--- src/source/coco_glue_pkg.sv ---
// Shared widths and menu status bit map. Bit positions assume the 64-bit menu status word
`default_nettype none

package coco_glue_pkg;

	// ========================================
	// Widths and typed vectors
	// ========================================
	localparam int STATUS_W = 64;

	typedef logic [STATUS_W-1:0] status_t;
	typedef logic [1:0]          slot_t;
	typedef logic [2:0]          mem_size_t;
	// Digital joystick, bits 4 and 5 are fire buttons
	typedef logic [31:0]         joy_t;
	typedef logic [7:0]          axis_t;
	typedef logic [15:0]         audio_t;
	typedef logic [9:0]          switch_t;

	// ========================================
	// Status bit positions
	// ========================================
	localparam int ST_RESET_BIT = 0;
	localparam int ST_SCALE_LSB = 3;
	localparam int ST_SWAP_JOY  = 6;
	localparam int ST_AR_LSB    = 8;
	localparam int ST_MPI_LSB   = 12;
	localparam int ST_CASS_REC  = 14;
	localparam int ST_REWIND    = 15;
	localparam int ST_CARTINT   = 16;
	localparam int ST_TAPE_MON  = 17;
	localparam int ST_SG6       = 21;
	localparam int ST_COLDBOOT  = 22;
	localparam int ST_MEM_LSB   = 25;
	localparam int ST_TURBO_LSB = 32;
	localparam int ST_ART_LSB   = 37;

	// Download index of a cassette image
	localparam logic [7:0] TAPE_INDEX = 8'd2;

endpackage

`default_nettype wire

--- src/source/joystick_router.sv ---
// Combinational joystick routing; analog inputs are signed with Y in the upper byte
`timescale 1ns/100ps
`default_nettype none

module joystick_router (
	input  wire                     swap,
	input  wire coco_glue_pkg::joy_t joy1,
	input  wire coco_glue_pkg::joy_t joy2,
	input  wire [15:0]              joya1,
	input  wire [15:0]              joya2,
	output coco_glue_pkg::joy_t     coco_joy1,
	output coco_glue_pkg::joy_t     coco_joy2,
	output logic [15:0]             coco_ajoy1,
	output logic [15:0]             coco_ajoy2,
	output logic [3:0]              p_switch
);

	coco_glue_pkg::axis_t y1_c;
	coco_glue_pkg::axis_t x1_c;
	coco_glue_pkg::axis_t y2_c;
	coco_glue_pkg::axis_t x2_c;

	// Adding 128 moves a signed axis to an unsigned one centered at 128
	assign y1_c = joya1[15:8] + 8'd128;
	assign x1_c = joya1[7:0] + 8'd128;
	assign y2_c = joya2[15:8] + 8'd128;
	assign x2_c = joya2[7:0] + 8'd128;

	// Swap exchanges whole players, digital and analog together
	assign coco_joy1  = swap ? joy2 : joy1;
	assign coco_joy2  = swap ? joy1 : joy2;
	assign coco_ajoy1 = swap ? {y2_c, x2_c} : {y1_c, x1_c};
	assign coco_ajoy2 = swap ? {y1_c, x1_c} : {y2_c, x2_c};

	// Order R1, L2, R2, L1, active low toward the core
	assign p_switch = ~{coco_joy2[4], coco_joy1[5], coco_joy2[5], coco_joy1[4]};

endmodule

`default_nettype wire

--- config.mk ---
export PLATFORM = sky130hd
export DESIGN_NAME = joystick_router
export DESIGN_NICKNAME = d
export VERILOG_FILES = /design/src/source/coco_glue_pkg.sv /design/src/source/joystick_router.sv
export SDC_FILE = /design/constraint.sdc
export NUM_CORES = 1
export LEC_CHECK = 0
export BUFFER_PORTS_ARGS = -buffer_cell sky130_fd_sc_hd__buf_2
export CORE_MARGIN = 2
export CORE_UTILIZATION = 32
export DETAILED_ROUTE_END_ITERATION = 8
export GPL_ROUTABILITY_DRIVEN = 0
export PLACE_DENSITY_LB_ADDON = 0.2
export SETUP_SLACK_MARGIN = 0.1
export SLEW_MARGIN = 20
export SYNTH_ARGS = -nofsm -noshare
export SYNTH_HDL_FRONTEND = slang
export SYNTH_SLANG_ARGS = --single-unit
--- constraint.sdc ---
create_clock -name vclk -period 1.1
set_input_delay 0.22 -clock vclk [all_inputs]
set_output_delay 0.22 -clock vclk [all_outputs]
set_load 0.05 [all_outputs]
Word-level counts from Yosys, hierarchy flattened
Cells that the tools add are included.
- bits in registers: 0
- input bits: 97
- output and inout port bits: 100
- word-level logic and storage cells: 9
- add/sub/neg operators: 4
- multiplexer cells: 4
- bitwise gates (word level): 1
- operator list (operator ; count):
    $mux W32 ; 2
    $add A8 B8 Y8 const B ; 4
    $mux W16 ; 2
    $not A4 Y4 ; 1

Logic depth before layout (Yosys ltp)
- word-level depth: 2
- mapped depth: 3
- gate-level depth less buffers: 1

Least setup slack after synthesis
Ideal clock, no wire load.
- kind: input port to output port
- start: input port swap
- end: output port coco_ajoy1[15]
- arrival: 1.449 ns
- data required time: 0.880 ns
- path slack: -0.569 ns
- stages on the path: 3
- path buffers: 2
- cell sequence: buf_6 > buf_12 > mux2i_1
- word-level cells in the longest chain between the ends: 1
- RTL lines (element ; RTL line ; source):
    start, declared ; joystick_router.sv:6 ; input wire swap,
    $mux W16 ; joystick_router.sv:32 ; assign coco_ajoy1 = swap ? {y2_c, x2_c} : {y1_c, x1_c};
    end, declared ; joystick_router.sv:13 ; output logic [15:0] coco_ajoy1,
Every way passes these cells.

Final worst setup path
- start: input port swap
- end: output port coco_ajoy1[6]
The elaborated chain is that of the path after synthesis.

==> metrics <==
largest stage delay on the critical path=320 ps; Die Wd=76.30 um; # rows=26; Die Y=about 76 um; Core Area=a little over 0.005 mm2; vias per cell=between 4 and 5; final setup vio count=100; Syn-to-layout area delta=116.7%; max-cap violations=0; pre-CTS setup slack=-283.2 ps; post-synthesis mux area share=approximately 87%; port bufs=between 150 and 200; CP Class=in -> out; drc violations=0; Final Hold Vio Count=0; hold wc startpoint=joya1[15]; worst-path cell chain=buf_16 -> buf_16 -> mux2_4 -> buf_6; Syn Inst Count=111; Slew HR=between 90% and 100%; VDD IR max=around 0.47 mV; total number of vias=approximately 1,700; Congestion Overflow GR=0; cts hold-fix bufs=0; vias in the first global route=~1,900; cell mode on critical path=buf_16; Seq. cell area=0 um2; adder-cell share of the synthesized area=0%; area leader, netlist=mux2_4; multi-input logic area=0.001562 mm2; antenna cells=0; Placed Area=roughly 0.0027 mm2; largest net degree at the start of global routing=15; Synth Area per Inst=roughly 15 um2; Worst-Margin Slew=~130 ps; final instance area=~0.0036 mm2; crit share post-route=110.7%; crit path max fanout=12; setup ws final=-118.1 ps; complex-gate fraction of the synthesized area=0%; RSZ-0062 raised after global routing=true; Buf/Inv on CP=3; Min-Delay Path Depth=3; WP data arrival=1000 ps; main combinational cell family by area after synthesis=multiplexers; Hold Path Class=in -> out; DIE AREA=0.005822 mm2; Min Hold Slack=~800 ps; GRT Util Overall=a little under a fifth; Synth Area in Simple Gates=0%; sequential area share after synthesis=0%; FMAX=820.9 MHz; initial antenna violation count=0; Setup crit end kind=primary output; cell area after synthesis=approximately 0.0017 mm2; IO Pins=roughly 200; Initial Util=32.96%; delay-heaviest family, CP=buffers and inverters; Final nets=between 400 and 500; Slew Limit Fails=0; clock buffer count=0; leakage=approximately 2.0 nW; Tmin final=~1200 ps; xor and xnor area share after synthesis=0%; Unique masters post-synth=4; share of the synthesized area in the top cell type=~83%; setup bufs post-CTS=0; first-pass GRT wire length=9446 um; flip-flop and latch count=0; average wire per standard cell=16.00 um; PD cells=767.9 mW/mm2; Routed Antenna Nets=0; Synth area leaders=mux2_4, buf_12, mux2i_1; layout cells sized above 1=100.0%; Synth Warn #=0; Initial DRT Pass Iterations=2; hold path endpoint=coco_ajoy1[15]; DRT iter0 DRCs=8; Critical-path top delay cell=mux2_4; status=finished with violations; Post-Route WL=6080 um; worst path required time=between 800 and 900 ps; startpoint types=input pin; syn nets=between 200 and 250; failing checks=setup timing; Fillers=approximately 350; HPWL Detailed=about 4300 um
-- area by class of cell --
class | count | share of cell area, %
Multi-Input combinational cell | 100 | 43.08
Tap cell | 70 | 2.416
Timing Repair Buffer | 210 | 54.50
-- where the power goes --
group / leakage, nW / switching [W] / total [W] / internal [W]
clock: 0 / 0 / 0 / 0
combinational: 1.95 / 0.00155 / 0.00278 / 0.00124
sequential: 0 / 0 / 0 / 0
total: 1.95 / 0.00155 / 0.00278 / 0.00124
-- Yosys cell counts (all sizes together) --
| library cell | n |
|---|---|
| mux2 | 92 |
| mux2i | 8 |
| buf | 11 |
-- how the worst max path moves through the flow --
| stage | slack [ps] | cells after the start | endpoint | startpoint |
|---|---|---|---|---|
| detailed placement | -280 | 4 | p_switch[2] | swap |
| floorplan | -120 | 3 | coco_ajoy1[15] | swap |
| global route | -140 | 4 | coco_ajoy1[6] | swap |
| global placement | -280 | 4 | p_switch[2] | swap |
| CTS | -110 | 4 | coco_joy2[12] | swap |
| finish | -120 | 4 | coco_ajoy1[6] | swap |
-- repair_timing --
action | CTS | global route
endpoints found under the setup margin | 100 | 100
resized for setup | 218 | 2
gates cloned | 8 | 0
pin swaps | 0 | 0
-- logic make-up after synthesis --
group / count (synthesis)
buffers and inverters: 11
muxes: 100
-- layer usage --
| layer | track usage [%] | vias to the layer above | wire length, um | part of all wire (%) |
|---|---|---|---|---|
| met2 | 39.12 | 97 | 3355 | 55 |
| met3 | 3.081 | 0 | 425 | 7.0 |
| li1 | - | 834 | - | - |
| met4 | 0.1818 | 0 | 0 | 0 |
| met1 | 21.72 | 811 | 2299 | 38 |
| met5 | 0 | - | 0 | 0 |
-- through the flow --
stage	cells	power, W	setup TNS [ps]	utilization (%)
detailed placement	372	0.002216	-23940	53.53
floorplan	111	0.001779	-2710	-
CTS	380	0.002771	-9952	71.28
global route	380	0.002871	-11260	71.43
global placement	372	0.002200	-23170	53.53
finish	380	0.002784	-9525	71.43
-- cell usage in the layout, fill, tap and decap left out, drive strengths merged --
| cell type | instances |
|---|---|
| mux2 | 92 |
| mux2i | 8 |
| buf | 210 |
Note: power is estimated with default switching activity, not from simulation.
