$ cat config.mk
export PLATFORM = sky130hd
export DESIGN_NAME = config_change_reset
export DESIGN_NICKNAME = d
export VERILOG_FILES = /design/src/source/coco_glue_pkg.sv /design/src/source/config_change_reset.sv
export SDC_FILE = /design/constraint.sdc
export NUM_CORES = 1
export LEC_CHECK = 0
export ABC_AREA = 1
export BUFFER_PORTS_ARGS = -buffer_cell sky130_fd_sc_hd__clkbuf_2
export CORE_AREA = 2 2 39 41
export CTS_BUF_LIST = sky130_fd_sc_hd__clkbuf_4 sky130_fd_sc_hd__clkbuf_8
export DETAILED_ROUTE_END_ITERATION = 8
export DIE_AREA = 0 0 41 43
export PLACE_DENSITY = 0.38
export SLEW_MARGIN = 20
export SYNTH_ARGS = -nofsm -noshare
export SYNTH_HDL_FRONTEND = slang
export SYNTH_SLANG_ARGS = --single-unit
$ cat constraint.sdc
create_clock -name clk_sys -period 1.55 [get_ports clk_sys]
set_input_delay 0 -clock clk_sys [delete_from_list [all_inputs] [get_ports clk_sys]]
set_output_delay 0 -clock clk_sys [all_outputs]
set_load 0.005 [all_outputs]
$ cat src/source/coco_glue_pkg.sv
// Shared widths and menu status bit map. Bit positions assume the 64-bit menu status word
`default_nettype none

package coco_glue_pkg;

	// ========================================
	// Widths and typed vectors
	// ========================================
	localparam int STATUS_W = 64;

	typedef logic [STATUS_W-1:0] status_t;
	typedef logic [1:0]          slot_t;
	typedef logic [2:0]          mem_size_t;
	// Digital joystick, bits 4 and 5 are fire buttons
	typedef logic [31:0]         joy_t;
	typedef logic [7:0]          axis_t;
	typedef logic [15:0]         audio_t;
	typedef logic [9:0]          switch_t;

	// ========================================
	// Status bit positions
	// ========================================
	localparam int ST_RESET_BIT = 0;
	localparam int ST_SCALE_LSB = 3;
	localparam int ST_SWAP_JOY  = 6;
	localparam int ST_AR_LSB    = 8;
	localparam int ST_MPI_LSB   = 12;
	localparam int ST_CASS_REC  = 14;
	localparam int ST_REWIND    = 15;
	localparam int ST_CARTINT   = 16;
	localparam int ST_TAPE_MON  = 17;
	localparam int ST_SG6       = 21;
	localparam int ST_COLDBOOT  = 22;
	localparam int ST_MEM_LSB   = 25;
	localparam int ST_TURBO_LSB = 32;
	localparam int ST_ART_LSB   = 37;

	// Download index of a cassette image
	localparam logic [7:0] TAPE_INDEX = 8'd2;

endpackage

`default_nettype wire

$ cat src/source/config_change_reset.sv
// Pulse is one cycle after the sampling edge; first change per field after reset is ignored
`timescale 1ns/100ps
`default_nettype none

module config_change_reset (
	input  wire                            clk_sys,
	input  wire                            reset,
	input  wire coco_glue_pkg::slot_t      mpi_slot,
	input  wire coco_glue_pkg::mem_size_t  mem_size,
	input  wire                            coldboot,
	output logic                           config_reset
);

	typedef enum logic {
		CHG_FIRST,
		CHG_ARMED
	} chg_state_t;

	chg_state_t slot_state;
	chg_state_t mem_state;
	coco_glue_pkg::slot_t     slot_d;
	coco_glue_pkg::mem_size_t mem_d;
	logic slot_diff;
	logic mem_diff;

	assign slot_diff = (mpi_slot != slot_d);
	assign mem_diff  = (mem_size != mem_d);

	always_ff @(posedge clk_sys)
	begin
		// Delayed copies follow the input so reset release is not seen as a change
		slot_d <= mpi_slot;
		mem_d  <= mem_size;
		if (reset)
		begin
			slot_state   <= CHG_FIRST;
			mem_state    <= CHG_FIRST;
			config_reset <= 1'b0;
		end
		else
		begin
			if (slot_diff)
				slot_state <= CHG_ARMED;
			if (mem_diff)
				mem_state <= CHG_ARMED;
			config_reset <= (slot_diff && (slot_state == CHG_ARMED))
				|| (mem_diff && (mem_state == CHG_ARMED))
				|| coldboot;
		end
	end

endmodule

`default_nettype wire

Word-level counts from Yosys, hierarchy flattened
Cells that the tools add are included. Widths: inputs -> output; s select.

Reductions and logical operators: 4. Eq/ne operators: 2.

Operators by type and width (number): $ne 3x3->1 (1); $logic_and 1x1->1 (2); $logic_or 1x1->1 (2); $ne 2x2->1 (1).

Word-level logic and storage cells: 11. Output and inout bits: 1. Bits of input ports: 8. Register bits: 8.

Longest topological paths before layout
Depth in word-level cells: 4. Depth in mapped cells: 6. Gate-level depth less buffers: 6.

Least setup slack after synthesis
OpenSTA, ideal clock, no wires.

Path kind: register -> register. Start point: reg mem_d[2]. End point: reg mem_state. Cell stages (with the launch flop): 5. Setup slack: 0.750 ns. Library setup time: 0.115 ns. Path buffers: 0. Arrival time: 0.684 ns. Cell sequence: dfxtp_1 -> xnor2_1 -> nand3_1 -> o21ai_0 -> inv_1.

Cells in the longest elaborated chain, start to end: 1.

Ends and longest elaborated chain: start: declaration (line config_change_reset.sv:22) `coco_glue_pkg::mem_size_t mem_d;`; start signal: assignment (line config_change_reset.sv:33) `mem_d <= mem_size;`; $ne 3x3->1 (line config_change_reset.sv:27) `assign mem_diff = (mem_size != mem_d);`; end signal: assignment (line config_change_reset.sv:37) `mem_state <= CHG_FIRST;`; end signal: assignment (line config_change_reset.sv:45) `mem_state <= CHG_ARMED;`; end: declaration (line config_change_reset.sv:20) `chg_state_t mem_state;`.

No other way between the ends. A chain may end at the register's enable or synchronous reset.

Worst setup path after layout
Start point: in mpi_slot[0]. End point: reg config_reset.

Cells in the longest elaborated chain, start to end: 4.

Ends and longest elaborated chain: start: declaration (line config_change_reset.sv:8) `input wire coco_glue_pkg::slot_t mpi_slot,`; $ne 2x2->1 (line config_change_reset.sv:26) `assign slot_diff = (mpi_slot != slot_d);`; $logic_and 1x1->1 (line config_change_reset.sv:46) `config_reset <= (slot_diff && (slot_state == CHG_ARMED))`; $logic_or 1x1->1 (line config_change_reset.sv:47) `|| (mem_diff && (mem_state == CHG_ARMED))`; $logic_or 1x1->1 (line config_change_reset.sv:48) `|| coldboot;`; end signal: assignment (line config_change_reset.sv:46); end: declaration (line config_change_reset.sv:11) `output logic config_reset`.

No other way between the ends.

==> run_results.csv <==
group,metric,value,unit
global_route,grt_pass1_vias,243,
power_and_ir_drop,ir_worst_vdd,234.0,uV
clocking,clock-sinks,8,
drt,drcViolationCount,0,
yosys,seq_area_frac_synth,0.5565,
sta,whs,0.4121,ns
placed_design,hpwl,352.4,um
yosys,yosys.area.top_type_share,0.5565,
sta,worst_slew_pin_slew,0.1720,ns
yosys,synth_area_leaders,"dfxtp_1 56%, nand2_1 18%, inv_1 14%, a21oi_1 3.5%, o21ai_0 3.5%",
sta,skew,0.0003707,ns
clocking,cts_buffers,3,
final_layout,final_nets,67,
floorplan,ios,9,
power_and_ir_drop,p_int,337.7,uW
final_layout,diodes,0,
placed_design,gp_congestion,0.5711,
worst_hold_path,hp-class,"input pin to flop",
floorplan,initial_utilization,0.2080,
floorplan,die_w,41,um
sta,slew_headroom,0.8841,
sta,hold_viol_final,0,
yosys,syn_inst,39,
power_and_ir_drop,combPwrFrac,0.119,
global_route,grt_max_degree,5,
drt,drt_iter0_drc,3,
power_and_ir_drop,p_switching,98.52,uW
drt,vias,262,
floorplan,fp.dieH,43,um
clocking,clkLatencyLatePin,0.25,ns
drt,postRouteAntennaNets,0,
yosys,synth_cell_type_count,7,
sta,fin_crit_sh,0.9470,
critical_path,crit_top_cell,"nand2_1",
yosys,synth_nets,47,
outcome,status,"finished, final reports clean",
drt,first_pass_iters,2,
drt,drt-wirelength-per-cell,7.507,um
floorplan,dieArea,1763,um2
clocking,cts-root-buf,"clkbuf_4",
critical_path,crit_fanout,3,
global_route,grt_pass1_wl,821,um
sta,min_period,1.468,ns
clocking,cts_tree,"yes",
global_route,antenna_found_initial,0,
yosys,synth_area_leader_cell,"dfxtp_1",
yosys,yosysWarnings,0,
clocking,ctsResizeCount,0,
power_and_ir_drop,powerDensity,990.4,nW/um2
critical_path,worstPathCellList,"dlygate4sd3_1 > clkbuf_2 > inv_1 > nand2_1 > nand2_1 > nand2_1 > a21oi_1 > a21oi_1 > dlygate4sd3_1",
final_layout,drive_gt1_frac,0.1930,
critical_path,worstSetupPathType,"input pin to flop",
clocking,h-tree-depth,1,
power_and_ir_drop,power_leakage,0.2526,nW
power_and_ir_drop,pwr-share-seq,0.512,
drt,wirelength,548,um
critical_path,critical-path-max-stage-delay,0.55,ns
yosys,syn_area,287.8,um2
power_and_ir_drop,p_sw_frac,0.2259,
critical_path,critPathRequiredTime,1.69,ns
critical_path,arrival,1.61,ns
global_route,grt_overflow,0,
power_and_ir_drop,clkPwrFrac,0.369,
yosys,synth-seq-cells,8,
floorplan,design.core.area,1384,um2
clocking,clkTransAtPathRegs,0.06,ns
floorplan,fp-row-count,14,
global_route,track_usage,0.07964,
final_layout,final_common_cell,"nand2_1",
critical_path,cp-end-kind,"flop",
sta,max_freq,681.2,MHz
final_layout,syn2layout_area_growth,53.04,%
sta,slew_viol_final,0,
clocking,cts.path.max_buffers,2,
sta,setup_tns,0,ns
critical_path,crit_path_start_kind,"input pin",
job,drv_cap,0,
sta,setup_violations,0,
sta,grt_setup_unrepaired,"false",
final_layout,mostFrequentLayoutCells,"14 x nand2_1, 11 x inv_1, 8 x dfxtp_1, 8 x clkbuf_2, 7 x dlygate4sd3_1",
yosys,avgSynthCellArea,7.379,um2
drt,avgViaCountPerCell,3.589,
critical_path,cp_slowest_cell,"dlygate4sd3_1",
placed_design,port_buffers,8,
[final timing paths]
kind / endpoint / depth (start not counted) / startpoint / slack (ns)
max: config_reset$_SDFF_PP0_ / 9 / mpi_slot[0] / 0.08
min: mem_d[2]$_DFF_P_ / 2 / mem_size[2] / 0.41
max reg2reg: config_reset$_SDFF_PP0_ / 7 / slot_d[0]$_DFF_P_ / 0.19
min reg2reg: mem_state$_SDFFE_PP0P_ / 2 / mem_state$_SDFFE_PP0P_ / 0.47
[power by group through the flow]
stage | sequential [mW] | combinational (mW) | clock [mW]
CTS | 0.223 | 0.0525 | 0.173
detailed placement | 0.228 | 0.0375 | 0
global route | 0.225 | 0.0581 | 0.181
global placement | 0.228 | 0.0367 | 0
floorplan | 0.228 | 0.0205 | 0
finish | 0.223 | 0.0518 | 0.161
[sequential cells by signal, summed over array words and instances, names as in the netlist]
| name | count |
|---|---|
| mem_state | 1 |
| mem_d | 3 |
| config_reset | 1 |
| slot_state | 1 |
| slot_d | 2 |
[cell usage after synthesis (all sizes together)]
cell type	count
a21oi	2
dfxtp	8
inv	11
nand2	14
nand3	1
o21ai	2
xnor2	1
[through the flow]
stage	std cells	utilization	cell area [um2]	setup slack, ns	power (mW)
6_report	73	0.3183	440.4	0.08209	0.4362
5_1_grt	73	0.3183	440.4	0.007965	0.4638
4_1_cts	73	0.3183	440.4	0.1028	0.4489
3_5_place_dp	63	0.2514	347.8	0.7003	0.2653
3_3_place_gp	63	0.2514	347.8	0.7153	0.2646
2_1_floorplan	39	-	287.8	0.7503	0.2481
[worst max-delay path: cells and delay by family]
| family | cells | cell delay (ns) |
|---|---|---|
| buf+inv | 4 | 1.26 |
| compound gates | 2 | 0.19 |
| simple gates | 3 | 0.16 |
[repair_timing]
item                                   4_1_cts  5_1_grt
hold buffers                                 7        0
endpoints found under the hold margin        6        0
setup buffers                                0        0
[cells by family (layout without fill, tap and decap cells)]
| logic type | count (synthesis) | count (layout) | share of synthesized area |
|---|---|---|---|
| buffers and inverters | 11 | 29 | 0.1435 |
| XOR/XNOR | 1 | 1 | 0.03044 |
| flip-flops | 8 | 8 | 0.5565 |
| AND/OR/NAND/NOR | 15 | 15 | 0.2000 |
| AO/OA/AOI/OAI | 4 | 4 | 0.06957 |
[final cells by class]
| type | count | area (um2) |
|---|---|---|
| clock buffers | 3 | 22.52 |
| flip-flops and latches | 8 | 160.2 |
| fillers | 160 | 943.4 |
| well taps | 16 | 20.02 |
| repair buffers | 15 | 110.1 |
| inverters | 11 | 41.29 |
| multi-input cells | 20 | 86.33 |
[metal layers]
metal  part of all wire  track usage  wire, um  up-vias
met2               0.47       0.1000       256        5
met3              0.046      0.01571        25        2
met1               0.45      0.07492       246      105
met4              0.035       0.1400        19        0
met5                  0            0         0        -
li1                   -            -         -      150
No activity file was read; power rests on OpenSTA's default activity.
