$ cat src/source/tape_player.sv
// Assumes bit ticks at least 4 cycles apart so the 2-cycle buffer read settles between them
`timescale 1ns/100ps
`default_nettype none

module tape_player #(
	parameter int TAPE_ADDR_W = 16
) (
	input  wire                    clk_sys,
	input  wire                    reset,
	input  wire                    rewind,
	input  wire                    cas_relay,
	input  wire                    bit_tick,
	input  wire [7:0]              rd_data,
	output logic [TAPE_ADDR_W-1:0] rd_addr,
	output logic                   tape_bit
);

	logic [TAPE_ADDR_W-1:0] byte_ptr;
	logic [2:0] bit_idx;
	logic step;

	// Motor relay gates playback
	assign step    = bit_tick && cas_relay;
	assign rd_addr = byte_ptr;

	// ========================================
	// Byte pointer and bit index
	// ========================================
	always_ff @(posedge clk_sys)
	begin
		if (reset || rewind)
		begin
			byte_ptr <= '0;
			bit_idx  <= 3'd7;
		end
		else if (step)
		begin
			bit_idx <= bit_idx - 3'd1;
			// Wraps at the end of the buffer
			if (bit_idx == 3'd0)
				byte_ptr <= byte_ptr + 1'b1;
		end
	end

	// ========================================
	// Output bit, MSB first
	// ========================================
	// Holds its value across rewind and relay-off ticks
	always_ff @(posedge clk_sys)
	begin
		if (reset)
			tape_bit <= 1'b0;
		else if (step && !rewind)
			tape_bit <= rd_data[bit_idx];
	end

endmodule

`default_nettype wire

$ cat config.mk
export PLATFORM = sky130hd
export DESIGN_NAME = tape_player
export DESIGN_NICKNAME = d
export VERILOG_FILES = /design/src/source/tape_player.sv
export SDC_FILE = /design/constraint.sdc
export NUM_CORES = 1
export LEC_CHECK = 0
export BUFFER_PORTS_ARGS = -buffer_cell sky130_fd_sc_hd__buf_2
export CAP_MARGIN = 5
export CORE_MARGIN = 10
export CORE_UTILIZATION = 44
export CTS_CLUSTER_SIZE = 10
export DETAILED_ROUTE_END_ITERATION = 16
export MAX_ROUTING_LAYER = met4
export PLACE_DENSITY_LB_ADDON = 0.08
export SYNTH_ARGS = -nofsm -noshare
export SYNTH_HDL_FRONTEND = slang
export SYNTH_SLANG_ARGS = --single-unit
$ cat constraint.sdc
create_clock -name clk_sys -period 1.9 [get_ports clk_sys]
set_input_delay 0.095 -clock clk_sys [delete_from_list [all_inputs] [get_ports clk_sys]]
set_output_delay 0.095 -clock clk_sys [all_outputs]
set_load 0.03 [all_outputs]
## After elaboration in Yosys (flattened, before gate mapping)

Cells that the tools add are included.

| word-level totals | value |
|---|---|
| register bits after elaboration | 20 |
| bits of input ports | 13 |
| logic and storage cells | 14 |

| cells by class | value |
|---|---|
| add/subtract/negate cells | 2 |
| order comparisons | 1 |
| multiplexer cells | 2 |
| reductions and logical operators | 6 |

Operators with widths:

| cell | number |
|---|---|
| adder 16 x 1 -> 16 bit (second input constant) | 1 |
| < comparator 3 x 4 -> 1 bit (second input constant) | 1 |
| binary-select mux 1 bit (select 3 bit) | 1 |
| zero test 3 bit | 1 |
| subtractor 3 x 1 -> 3 bit (second input constant) | 1 |
| logical AND 1 bit | 2 |
| AND reduction 2 bit | 1 |
| zero test 1 bit | 1 |
| logical OR 1 bit | 1 |
| two-way mux 1 bit | 1 |

## Depth between registers and ports, before layout

Gate-level depths: netlist of run 1.

| logic depth | value |
|---|---|
| word-level depth | 2 |
| gate-level depth with buffers | 7 |
| gate-level depth less buffers | 6 |

## Worst setup path before layout of run 1

OpenSTA, ideal clock, no wires.

| timing | value |
|---|---|
| path type | register -> register |
| from | register byte_ptr[0], in the netlist rd_addr[0] |
| to | register byte_ptr[12], in the netlist rd_addr[12] |
| setup time | 0.059 ns |
| arrival | 1.994 ns |
| data required time | 1.841 ns |
| path slack | -0.153 ns |
| stages on the path, launching flop included | 6 |
| buffers on the path | 0 |
| period minus slack after synthesis | 2.053 ns |
| path through | dfxtp_1 -> ha_1 -> nand3_1 -> or4_4 -> or4_1 -> nand2_1 |

| on the way | value |
|---|---|
| longest elaborated chain between the ends | 1 |

Ends and longest elaborated chain:

| element | RTL line | RTL |
|---|---|---|
| start: declaration | 18 | `logic [TAPE_ADDR_W-1:0] byte_ptr;` |
| start signal: assignment | 41 | `byte_ptr <= byte_ptr + 1'b1;` |
| adder 16 x 1 -> 16 bit | 41 |  |

No other way between the ends.
A chain may end at the register's enable or synchronous reset.

## Worst setup path after layout of run 1

| timing | value |
|---|---|
| from | register bit_idx[1] |
| to | register byte_ptr[12], in the netlist rd_addr[12] |

| on the way | value |
|---|---|
| longest elaborated chain between the ends | 2 |

Ends and longest elaborated chain:

| element | RTL line | RTL |
|---|---|---|
| start: declaration | 19 | `logic [2:0] bit_idx;` |
| start signal: assignment | 38 | `bit_idx <= bit_idx - 3'd1;` |
| zero test 3 bit | 40 | `if (bit_idx == 3'd0)` |
| AND reduction 2 bit (no source line) | -- |  |

No other way between the ends.

==> out/summary.json, run 1 <==
{
  "most_common_cell_after_layout_fill_and_taps_aside": {"value": "sky130_fd_sc_hd__buf_2"},
  "criticalPathCategory": {"value": "flip-flop to flip-flop"},
  "layout.core_utilization": {"value": 59.2, "unit": "%"},
  "clk_pin_slew_worst_paths": {"value": 120, "unit": "ps"},
  "floorplan.initialDensity": {"value": 45.6, "unit": "%"},
  "grt_pass1_wl": {"value": 4170, "unit": "um"},
  "dp.final_hpwl": {"value": 1870, "unit": "um"},
  "yosys.cell_types.count": {"value": 31},
  "synth_async_sr_flop_share": {"value": 0, "unit": "%"},
  "antenna_violating_nets_post_route": {"value": 0},
  "end_kind": {"value": "flip-flop"},
  "synth_enable_flop_cells": {"value": 0},
  "boundaryPins": {"value": 30},
  "placed_cells_incl_taps": {"value": 172},
  "layout_common_cells": {"value": "sky130_fd_sc_hd__buf_2 (29), sky130_fd_sc_hd__nand2_1 (16), sky130_fd_sc_hd__nor2_1 (14), sky130_fd_sc_hd__dfxtp_1 (14), sky130_fd_sc_hd__xnor2_1 (8)"},
  "crit_path_cell_trace": {"value": "inv_2 > ha_4 > nand4b_4 > or4_4 > or4_1 > nand2_1"},
  "detailedRoute.firstIterationViolations": {"value": 35},
  "grt_remaining_overflow": {"value": 0},
  "p_leak": {"value": 0.000569, "unit": "uW"},
  "core_area": {"value": 2170, "unit": "sq um"},
  "port_buffers": {"value": 29},
  "ys_seq_elements": {"value": 20},
  "synth_sequential_area_ratio": {"value": 40.5, "unit": "%"},
  "nNetsFinal": {"value": 167},
  "place_congestion": {"value": 0.766},
  "yosys.area.top_type_share": {"value": 40.5, "unit": "%"},
  "combinationalPowerShare": {"value": 7.0, "unit": "%"},
  "die_y": {"value": 67.4, "unit": "um"},
  "worst_setup_path_start_kind": {"value": "flip-flop"},
  "avgViaCountPerCell": {"value": 5.34},
  "n_antenna_cell": {"value": 0},
  "fin_worst_skew": {"value": 4.79, "unit": "ps"},
  "maximum_number_of_pins_on_one_net_before_global_route_repair": {"value": 17},
  "rows": {"value": 17},
  "worst_ir_drop_vdd": {"value": 326, "unit": "uV"},
  "clock-sinks": {"value": 20},
  "fin_tns_setup": {"value": 0, "unit": "ps"},
  "worst_slew_pin_slew": {"value": 459, "unit": "ps"},
  "design.die.area": {"value": 4540, "unit": "sq um"},
  "tritoncts": {"value": "built"},
  "worstPathRequired": {"value": 2160, "unit": "ps"},
  "relSlewSlack": {"value": 69.1, "unit": "%"},
  "pre_cts_ws": {"value": 74.1, "unit": "ps"},
  "syn-mean-instance-area": {"value": 8.83, "unit": "sq um"},
  "total_switching_power": {"value": 169, "unit": "uW"},
  "post_synth_and_or_nand_nor_area_fraction": {"value": 29.1, "unit": "%"},
  "die_width": {"value": 67.4, "unit": "um"},
  "numCtsBuffers": {"value": 3},
  "yosys.area_share.adder": {"value": 3.80, "unit": "%"},
  "critical_path_arrival": {"value": 2060, "unit": "ps"},
  "synth_top_family_by_area": {"value": "simple AND/OR/NAND/NOR gates"},
  "finish.instance_area": {"value": 1280, "unit": "sq um"},
  "routed_wire_length_per_instance": {"value": 14.0, "unit": "um"},
  "grt_setup_unrepaired": {"value": "no"},
  "post-route-drc-count": {"value": 0},
  "layout_min_cycle_time": {"value": 1800, "unit": "ps"},
  "antenna_found_initial": {"value": 0},
  "synth-compound-area-share": {"value": 9.24, "unit": "%"},
  "syn-instance-count": {"value": 112},
  "power_per_cell_area": {"value": 568, "unit": "nW/um^2"},
  "number_of_global_route_vias_before_repair": {"value": 948},
  "ys_top_cells_by_area": {"value": "sky130_fd_sc_hd__dfxtp_1 (41%), sky130_fd_sc_hd__xnor2_1 (7.1%), sky130_fd_sc_hd__nand2_1 (6.1%), sky130_fd_sc_hd__nor2_1 (5.3%), sky130_fd_sc_hd__ha_1 (3.8%)"},
  "max_freq": {"value": 555, "unit": "MHz"},
  "setup-violations-final": {"value": 0},
  "cts_buffer_depth": {"value": 2},
  "synthXorXnorAreaFrac": {"value": 10.6, "unit": "%"},
  "min_path_type": {"value": "input port to flip-flop"},
  "final_layout_size_suffix_gt1_share": {"value": 37.3, "unit": "%"},
  "yosysTopAreaCell": {"value": "sky130_fd_sc_hd__dfxtp_1"},
  "cp_max_fo": {"value": 3},
  "post-route-worst-setup-slack": {"value": 96.9, "unit": "ps"},
  "clockRootBuffer": {"value": "sky130_fd_sc_hd__clkbuf_4"},
  "run_status": {"value": "complete, no violations"},
  "ctsHtreeMaxLevel": {"value": 1},
  "synth_nets": {"value": 128},
  "track_usage": {"value": 11.9, "unit": "%"},
  "seqPwrFrac": {"value": 57.7, "unit": "%"},
  "synth-warning-count": {"value": 0},
  "yosys_most_used_dff": {"value": "sky130_fd_sc_hd__dfxtp_1"},
  "p_int": {"value": 560, "unit": "uW"},
  "worst_path_largest_cell_delay": {"value": 550, "unit": "ps"},
  "vias": {"value": 950},
  "post-route-period-util": {"value": 94.9, "unit": "%"},
  "max_cap_violations": {"value": 0},
  "postPlaceCellArea": {"value": 1210, "unit": "sq um"},
  "final.fill_count": {"value": 211},
  "area_growth_syn_to_layout": {"value": 29.9, "unit": "%"},
  "swShare": {"value": 23.2, "unit": "%"},
  "clock_power_share": {"value": 35.3, "unit": "%"},
  "finalNonFillerCells": {"value": 178},
  "finalMaxSlewViolations": {"value": 0},
  "synth.cell_area": {"value": 988, "unit": "sq um"},
  "dr.pass1.iters": {"value": 4},
  "timing_hold_violations_final": {"value": 0},
  "timing.critical_path.slowest_stage_cell": {"value": "sky130_fd_sc_hd__or4_4"},
  "worstSkewPairLatency": {"value": 310, "unit": "ps"},
  "post_synth_mux_area_share": {"value": 4.43, "unit": "%"},
  "wirelength": {"value": 2490, "unit": "um"}
}
sequential cells by signal (all words and copies together), names as in the netlist:
register  cells
bit_idx       3
rd_addr      16
tape_bit      1
per-stage QoR:
step	total power [uW]	hold WS [ps]
3_5_place_dp	477	292
6_report	729	103
5_1_grt	760	123
3_3_place_gp	477	291
4_1_cts	730	107
2_1_floorplan	454	164
cells by family after synthesis:
family          after synthesis
simple gates                 54
flops                        20
buf+inv                       6
fa+ha+maj                     3
mux                           3
xor+xnor                     12
compound gates               14
cell usage after synthesis (all sizes together) (3+ instances only):
| cell | number |
|---|---|
| a21oi | 4 |
| xnor2 | 8 |
| xor2 | 4 |
| ha | 3 |
| inv | 3 |
| o21ai | 3 |
| nor4 | 3 |
| nor2 | 14 |
| clkbuf | 3 |
| nor3 | 3 |
| nand4 | 3 |
| nand2 | 16 |
| nand3 | 4 |
| dfxtp | 20 |
power groups by stage:
stage | Sequential (uW) | Combinational (uW) | Clock [uW]
6_report | 421 | 51.1 | 258
4_1_cts | 420 | 49.6 | 260
2_1_floorplan | 431 | 22.3 | 0
3_3_place_gp | 429 | 47.4 | 0
5_1_grt | 421 | 56.5 | 282
3_5_place_dp | 429 | 47.8 | 0
area by class of cell:
class | count | area, sq um | share of cell area, %
well taps | 28 | 35.0 | 2.73
inverters | 3 | 13.8 | 1.07
clock buffers | 4 | 36.3 | 2.83
flip-flops and latches | 20 | 413 | 32.2
repair buffers | 37 | 208 | 16.2
multi-input cells | 86 | 578 | 45.0
critical path: cells and delay by family, from the launching register on:
kind / cells / cell delay (ps)
simple gates: 4 / 1180
flops: 1 / 350
fa+ha+maj: 1 / 140
buf+inv: 1 / 80
worst paths after layout:
check                                              from  slack (ps)                        to  cells after the start
worst max-delay path            bit_idx[1]$_SDFFE_PP1P_         100  rd_addr[12]$_SDFFE_PP0P_                      6
worst min-delay path                             rewind         100     tape_bit$_SDFFE_PP0P_                      4
worst max register to register  bit_idx[1]$_SDFFE_PP1P_         100  rd_addr[12]$_SDFFE_PP0P_                      6
worst min register to register    tape_bit$_SDFFE_PP0P_         490     tape_bit$_SDFFE_PP0P_                      2
per-layer routing:
metal | up-vias | part of all wire (%) | track usage, %
li1 | 477 | - | -
met1 | 446 | 45 | 14.1
met2 | 23 | 48 | 19.2
met3 | 4 | 5.1 | 2.48
met4 | 0 | 1.6 | 4.62
met5 | - | 0 | -
timing repair:
item / 4_1_cts / 5_1_grt
hold endpoints to repair: 1 / 0
endpoints found under the setup margin: 0 / 2
resized for setup: 0 / 5
setup buffers: 0 / 1
hold buffers: 1 / 0
(Power assumes the default switching activity.)
==> inputs of run 2 (changes only) <==
--- a/config.mk
+++ b/config.mk
@@ -9,10 +9,11 @@
 export CAP_MARGIN = 5
 export CORE_MARGIN = 10
 export CORE_UTILIZATION = 44
+export CTS_BUF_LIST = sky130_fd_sc_hd__clkbuf_16
 export CTS_CLUSTER_SIZE = 10
 export DETAILED_ROUTE_END_ITERATION = 16
 export MAX_ROUTING_LAYER = met4
-export PLACE_DENSITY_LB_ADDON = 0.08
+export PLACE_DENSITY = 0.73
 export SYNTH_ARGS = -nofsm -noshare
 export SYNTH_HDL_FRONTEND = slang
 export SYNTH_SLANG_ARGS = --single-unit
==> run 2 against run 1 <==
Maximum frequency fell by 2.6%. Design area rose by 2.8%. Sequential power barely moved. Worst setup slack got worse by 48 ps. Power rose by 44%. Wire length fell by 7.4%. Global-route usage fell by 1.0 points. Register-to-register slack got worse by 50 ps. Critical path type unchanged. Critical endpoint unchanged. Largest power group is now clock.
==> out/summary.json, run 2 (synthesis results as in run 1) <==
{
  "run_status": {"value": "complete, no violations"},
  "criticalPathCategory": {"value": "flip-flop to flip-flop"},
  "most_common_cell_after_layout_fill_and_taps_aside": {"value": "sky130_fd_sc_hd__buf_2"},
  "cp_max_fo": {"value": 3},
  "min_path_type": {"value": "input port to flip-flop"},
  "grt_pass1_wl": {"value": 3790, "unit": "um"},
  "post-route-period-util": {"value": 97.4, "unit": "%"},
  "grt_remaining_overflow": {"value": 0},
  "die_width": {"value": 67.4, "unit": "um"},
  "end_kind": {"value": "flip-flop"},
  "critical_path_arrival": {"value": 2050, "unit": "ps"},
  "clock-sinks": {"value": 20},
  "worstSkewPairLatency": {"value": 250, "unit": "ps"},
  "worst_path_largest_cell_delay": {"value": 550, "unit": "ps"},
  "multiInputGateArea": {"value": 568, "unit": "sq um"},
  "clk_pin_slew_worst_paths": {"value": 60, "unit": "ps"},
  "worst_ir_drop_vdd": {"value": 717, "unit": "uV"},
  "fin_total_pwr": {"value": 1050, "unit": "uW"},
  "setup-violations-final": {"value": 0},
  "rows": {"value": 17},
  "p_leak": {"value": 0.000593, "unit": "uW"},
  "largest_reg_flops": {"value": 16},
  "maximum_number_of_pins_on_one_net_before_global_route_repair": {"value": 17},
  "post_cts_buffers": {"value": 0},
  "pre_cts_ws": {"value": 68.0, "unit": "ps"},
  "fin_worst_hold_slack": {"value": 24.4, "unit": "ps"},
  "routed_wire_length_per_instance": {"value": 13.1, "unit": "um"},
  "fin_tns_setup": {"value": 0, "unit": "ps"},
  "number_of_global_route_vias_before_repair": {"value": 907},
  "layout.core_utilization": {"value": 60.8, "unit": "%"},
  "layout_min_cycle_time": {"value": 1850, "unit": "ps"},
  "detailedRoute.firstIterationViolations": {"value": 36},
  "die_y": {"value": 67.4, "unit": "um"},
  "resized_gates_after_cts": {"value": 0},
  "layout_common_cells": {"value": "sky130_fd_sc_hd__buf_2 (29), sky130_fd_sc_hd__nand2_1 (16), sky130_fd_sc_hd__dfxtp_1 (16), sky130_fd_sc_hd__nor2_1 (14), sky130_fd_sc_hd__xnor2_1 (8)"},
  "vias": {"value": 911},
  "max_cap_violations": {"value": 0},
  "dp.final_hpwl": {"value": 1770, "unit": "um"},
  "port_buffers": {"value": 29},
  "fin_worst_skew": {"value": 2.02, "unit": "ps"},
  "floorplan.initialDensity": {"value": 45.6, "unit": "%"},
  "worst_slew_pin_slew": {"value": 454, "unit": "ps"},
  "tritoncts": {"value": "built"},
  "worst_setup_path_start_kind": {"value": "flip-flop"},
  "antenna_found_initial": {"value": 0},
  "numCtsBuffers": {"value": 3},
  "post-route-worst-setup-slack": {"value": 48.8, "unit": "ps"},
  "cts_buffer_depth": {"value": 2},
  "timing.critical_path.slowest_stage_cell": {"value": "sky130_fd_sc_hd__or4_4"},
  "area_growth_syn_to_layout": {"value": 33.5, "unit": "%"},
  "wirelength": {"value": 2300, "unit": "um"},
  "timing_hold_violations_final": {"value": 0},
  "final.fill_count": {"value": 203},
  "grt_setup_unrepaired": {"value": "no"},
  "boundaryPins": {"value": 30},
  "power_per_cell_area": {"value": 793, "unit": "nW/um^2"},
  "dr.pass1.iters": {"value": 4},
  "clockRootBuffer": {"value": "sky130_fd_sc_hd__clkbuf_16"},
  "antenna_violating_nets_post_route": {"value": 0},
  "finalMaxSlewViolations": {"value": 0},
  "design.die.area": {"value": 4540, "unit": "sq um"},
  "relSlewSlack": {"value": 69.5, "unit": "%"},
  "n_antenna_cell": {"value": 0},
  "core_area": {"value": 2170, "unit": "sq um"},
  "nNetsFinal": {"value": 165},
  "post-route-drc-count": {"value": 0},
  "worstPathRequired": {"value": 2100, "unit": "ps"},
  "seq_area": {"value": 410, "unit": "sq um"},
  "cts_hold_buffers": {"value": 0},
  "max_freq": {"value": 540, "unit": "MHz"},
  "place_congestion": {"value": 0.820},
  "final_layout_size_suffix_gt1_share": {"value": 35.1, "unit": "%"},
  "ctsHtreeMaxLevel": {"value": 1},
  "avgViaCountPerCell": {"value": 5.18},
  "crit_path_cell_trace": {"value": "inv_1 > ha_2 > nand4b_4 > or4_4 > or4_1 > nand2_1"},
  "track_usage": {"value": 10.8, "unit": "%"}
}
-- run 2: critical path: cells and delay by family (launching register included) --
| family | cells | cell delay (ps) |
|---|---|---|
| buffers and inverters | 1 | 80 |
| and+or+nand+nor | 4 | 1200 |
| DFF | 1 | 320 |
| adders and majority gates | 1 | 200 |
-- run 2: final timing paths --
path / from / end / slack, ps / depth (start not counted)
max reg2reg: bit_idx[1]$_SDFFE_PP1P_ / rd_addr[12]$_SDFFE_PP0P_ / 50 / 6
max: bit_idx[1]$_SDFFE_PP1P_ / rd_addr[12]$_SDFFE_PP0P_ / 50 / 6
min: reset / tape_bit$_SDFFE_PP0P_ / 20 / 2
min reg2reg: tape_bit$_SDFFE_PP0P_ / tape_bit$_SDFFE_PP0P_ / 480 / 2
-- run 2: area by class of cell --
cell class / instances / area share (%)
Timing Repair Buffer: 35 / 14.4
Clock buffer: 3 / 5.69
Clock inverter: 1 / 2.27
Multi-Input combinational cell: 86 / 43.0
Sequential cell: 20 / 31.1
Inverter: 3 / 0.853
Tap cell: 28 / 2.65
-- run 2: metal layers --
layer  track usage, %  routed length [um]
met4             3.33                  20
met3             3.14                  81
met1             11.5                1070
met5                -                   0
met2             19.0                1120
-- run 2: through the flow --
| step | std cells | area [sq um] |
|---|---|---|
| 2_1_floorplan | 112 | 1000 |
| 6_report | 176 | 1320 |
| 3_5_place_dp | 172 | 1210 |
| 5_1_grt | 176 | 1320 |
| 3_3_place_gp | 172 | 1210 |
| 4_1_cts | 176 | 1320 |
-- run 2: power by group --
part | internal, uW | total, uW | switching, uW
Combinational | 21.9 | 46.4 | 24.5
Sequential | 419 | 420 | 1.32
Clock | 418 | 581 | 163
==> inputs of run 3 (changes only) <==
--- a/config.mk
+++ b/config.mk
@@ -7,6 +7,7 @@
 export LEC_CHECK = 0
 export BUFFER_PORTS_ARGS = -buffer_cell sky130_fd_sc_hd__buf_2
 export CAP_MARGIN = 5
+export CORE_ASPECT_RATIO = 1.25
 export CORE_MARGIN = 10
 export CORE_UTILIZATION = 44
 export CTS_BUF_LIST = sky130_fd_sc_hd__clkbuf_16
@@ -14,6 +15,7 @@
 export DETAILED_ROUTE_END_ITERATION = 16
 export MAX_ROUTING_LAYER = met4
 export PLACE_DENSITY = 0.73
+export RECOVER_POWER = 50
 export SYNTH_ARGS = -nofsm -noshare
 export SYNTH_HDL_FRONTEND = slang
 export SYNTH_SLANG_ARGS = --single-unit
==> run 3 against run 2 <==
Hold slack improved by 7.7 ps. Register-to-register slack improved by 50 ps. Global-route usage is 0.85 points lower. Largest cell class unchanged. First-iteration DRC count is 44% lower.
==> out/summary.json, run 3 (synthesis results as in run 1) <==
{
  "maximum_number_of_pins_on_one_net_before_global_route_repair": {"value": 17},
  "track_usage": {"value": 10.0, "unit": "%"},
  "fin_worst_skew": {"value": 1.84, "unit": "ps"},
  "clock-sinks": {"value": 20},
  "die_y": {"value": 73.0, "unit": "um"},
  "ctsHtreeMaxLevel": {"value": 1},
  "end_kind": {"value": "flip-flop"},
  "avgViaCountPerCell": {"value": 5.20},
  "max_cap_violations": {"value": 0},
  "worst_hold_path.num_cells": {"value": 2},
  "place_congestion": {"value": 0.821},
  "port_buffers": {"value": 29},
  "worst_slew_pin_slew": {"value": 466, "unit": "ps"},
  "clockRootBuffer": {"value": "sky130_fd_sc_hd__clkbuf_16"},
  "grt_setup_unrepaired": {"value": "no"},
  "power_per_cell_area": {"value": 694, "unit": "nW/um^2"},
  "timing.critical_path.slowest_stage_cell": {"value": "sky130_fd_sc_hd__or4_4"},
  "core_area": {"value": 2160, "unit": "sq um"},
  "reg2reg_to": {"value": "rd_addr[12]$_SDFFE_PP0P_"},
  "grt_pass1_wl": {"value": 3800, "unit": "um"},
  "vias": {"value": 925},
  "clk_pin_slew_worst_paths": {"value": 50, "unit": "ps"},
  "floorplan.initialDensity": {"value": 45.7, "unit": "%"},
  "nNetsFinal": {"value": 164},
  "dp.final_hpwl": {"value": 1780, "unit": "um"},
  "clock_power_share": {"value": 47.4, "unit": "%"},
  "number_of_global_route_vias_before_repair": {"value": 887},
  "postPlaceCellArea": {"value": 1210, "unit": "sq um"},
  "seqPwrFrac": {"value": 47.3, "unit": "%"},
  "post-route-period-util": {"value": 94.9, "unit": "%"},
  "p_int": {"value": 720, "unit": "uW"},
  "design.die.area": {"value": 4550, "unit": "sq um"},
  "r2r-start": {"value": "bit_idx[1]$_SDFFE_PP1P_"},
  "cp_num_cells": {"value": 6},
  "finish.instance_area": {"value": 1280, "unit": "sq um"},
  "relSlewSlack": {"value": 68.6, "unit": "%"},
  "layout_common_cells": {"value": "sky130_fd_sc_hd__nand2_1 (16), sky130_fd_sc_hd__dfxtp_1 (16), sky130_fd_sc_hd__clkbuf_1 (16), sky130_fd_sc_hd__nor2_1 (14), sky130_fd_sc_hd__buf_2 (13)"},
  "worst_ir_drop_vdd": {"value": 514, "unit": "uV"},
  "tritoncts": {"value": "built"},
  "p_leak": {"value": 0.000502, "unit": "uW"},
  "crit_path_cell_trace": {"value": "inv_2 > ha_4 > nand4b_4 > or4_4 > or4_1 > nand2_1"},
  "numCtsBuffers": {"value": 3},
  "boundaryPins": {"value": 30},
  "cp_max_fo": {"value": 4},
  "post-route-worst-setup-slack": {"value": 97.8, "unit": "ps"},
  "post-route-drc-count": {"value": 0},
  "setup-violations-final": {"value": 0},
  "post_cts_buffers": {"value": 0},
  "cts_buffer_depth": {"value": 2},
  "max_freq": {"value": 555, "unit": "MHz"},
  "layout_min_cycle_time": {"value": 1800, "unit": "ps"},
  "pre_cts_ws": {"value": 20.3, "unit": "ps"},
  "largest_reg_flops": {"value": 16},
  "die_width": {"value": 62.4, "unit": "um"},
  "n_antenna_cell": {"value": 0},
  "final_layout_size_suffix_gt1_share": {"value": 23.8, "unit": "%"},
  "resized_gates_after_cts": {"value": 0},
  "rr_worst_depth": {"value": 6},
  "dominant_delay_contributor_by_cell_family_on_the_critical_path": {"value": "simple AND/OR/NAND/NOR gates"},
  "rows": {"value": 19},
  "worstSkewPairLatency": {"value": 240, "unit": "ps"},
  "wirelength": {"value": 2280, "unit": "um"},
  "r2r_slack": {"value": 100, "unit": "ps"},
  "worst_setup_path_start_kind": {"value": "flip-flop"},
  "routed_wire_length_per_instance": {"value": 12.8, "unit": "um"},
  "fin_total_pwr": {"value": 889, "unit": "uW"},
  "combinationalPowerShare": {"value": 5.3, "unit": "%"},
  "worst_path_largest_cell_delay": {"value": 540, "unit": "ps"},
  "swShare": {"value": 19.0, "unit": "%"},
  "cts_hold_buffers": {"value": 0},
  "finalMaxSlewViolations": {"value": 0},
  "criticalPathCategory": {"value": "flip-flop to flip-flop"},
  "critical_path_arrival": {"value": 1990, "unit": "ps"},
  "run_status": {"value": "complete, no violations"},
  "detailedRoute.firstIterationViolations": {"value": 20},
  "fin_tns_setup": {"value": 0, "unit": "ps"},
  "antenna_found_initial": {"value": 0},
  "grt_remaining_overflow": {"value": 0},
  "antenna_violating_nets_post_route": {"value": 0},
  "timing_hold_violations_final": {"value": 0},
  "dr.pass1.iters": {"value": 4},
  "area_growth_syn_to_layout": {"value": 29.5, "unit": "%"},
  "worstPathRequired": {"value": 2090, "unit": "ps"},
  "setup.worst_path.end": {"value": "rd_addr[12]$_SDFFE_PP0P_"},
  "cp.buffers_inverters": {"value": 1},
  "min_path_type": {"value": "input port to flip-flop"},
  "crit_start": {"value": "bit_idx[1]$_SDFFE_PP1P_"},
  "total_switching_power": {"value": 169, "unit": "uW"}
}
## run 3: worst min path at each step
| stage | endpoint | slack (ps) | start |
|---|---|---|---|
| after global routing | tape_bit$_SDFFE_PP0P_ | 50 | reset |
| after detailed placement | tape_bit$_SDFFE_PP0P_ | 290 | reset |
| after global placement | tape_bit$_SDFFE_PP0P_ | 280 | reset |
| after CTS | tape_bit$_SDFFE_PP0P_ | 30 | reset |
| final | tape_bit$_SDFFE_PP0P_ | 30 | reset |
| after floorplan | tape_bit$_SDFFE_PP0P_ | 160 | reset |
## run 3: cell type report
| class | instances | area [sq um] |
|---|---|---|
| Clock inverter | 1 | 3.75 |
| Inverter | 3 | 11.3 |
| Multi-Input combinational cell | 86 | 578 |
| Tap cell | 31 | 38.8 |
| Sequential cell | 20 | 410 |
| Clock buffer | 3 | 75.1 |
| Timing Repair Buffer | 34 | 163 |
| Fill cell | 210 | 883 |
## run 3: stage by stage
step	util (%)	hold WS, ps	cells
after floorplan	-	164	112
after global placement	56.0	278	174
after detailed placement	56.0	286	174
after CTS	59.6	27.7	178
after global routing	59.2	47.0	178
final	59.2	32.2	178
## run 3: per-layer routing
| layer | up-vias | GRT usage [%] | part of all wire, % |
|---|---|---|---|
| met2 | 21 | 16.8 | 46 |
| met3 | 2 | 2.61 | 4.1 |
| met5 | - | - | 0 |
| met1 | 432 | 11.5 | 49 |
| met4 | 0 | 2.99 | 0.57 |
| li1 | 470 | - | - |
## run 3: power by group through the flow
stage / clock network [uW] / logic [uW] / registers, uW
2_1_floorplan: 0 / 22.3 / 431
3_3_place_gp: 0 / 45.1 / 429
3_5_place_dp: 0 / 46.7 / 429
4_1_cts: 427 / 46.9 / 420
5_1_grt: 447 / 52.7 / 421
6_report: 421 / 47.1 / 420
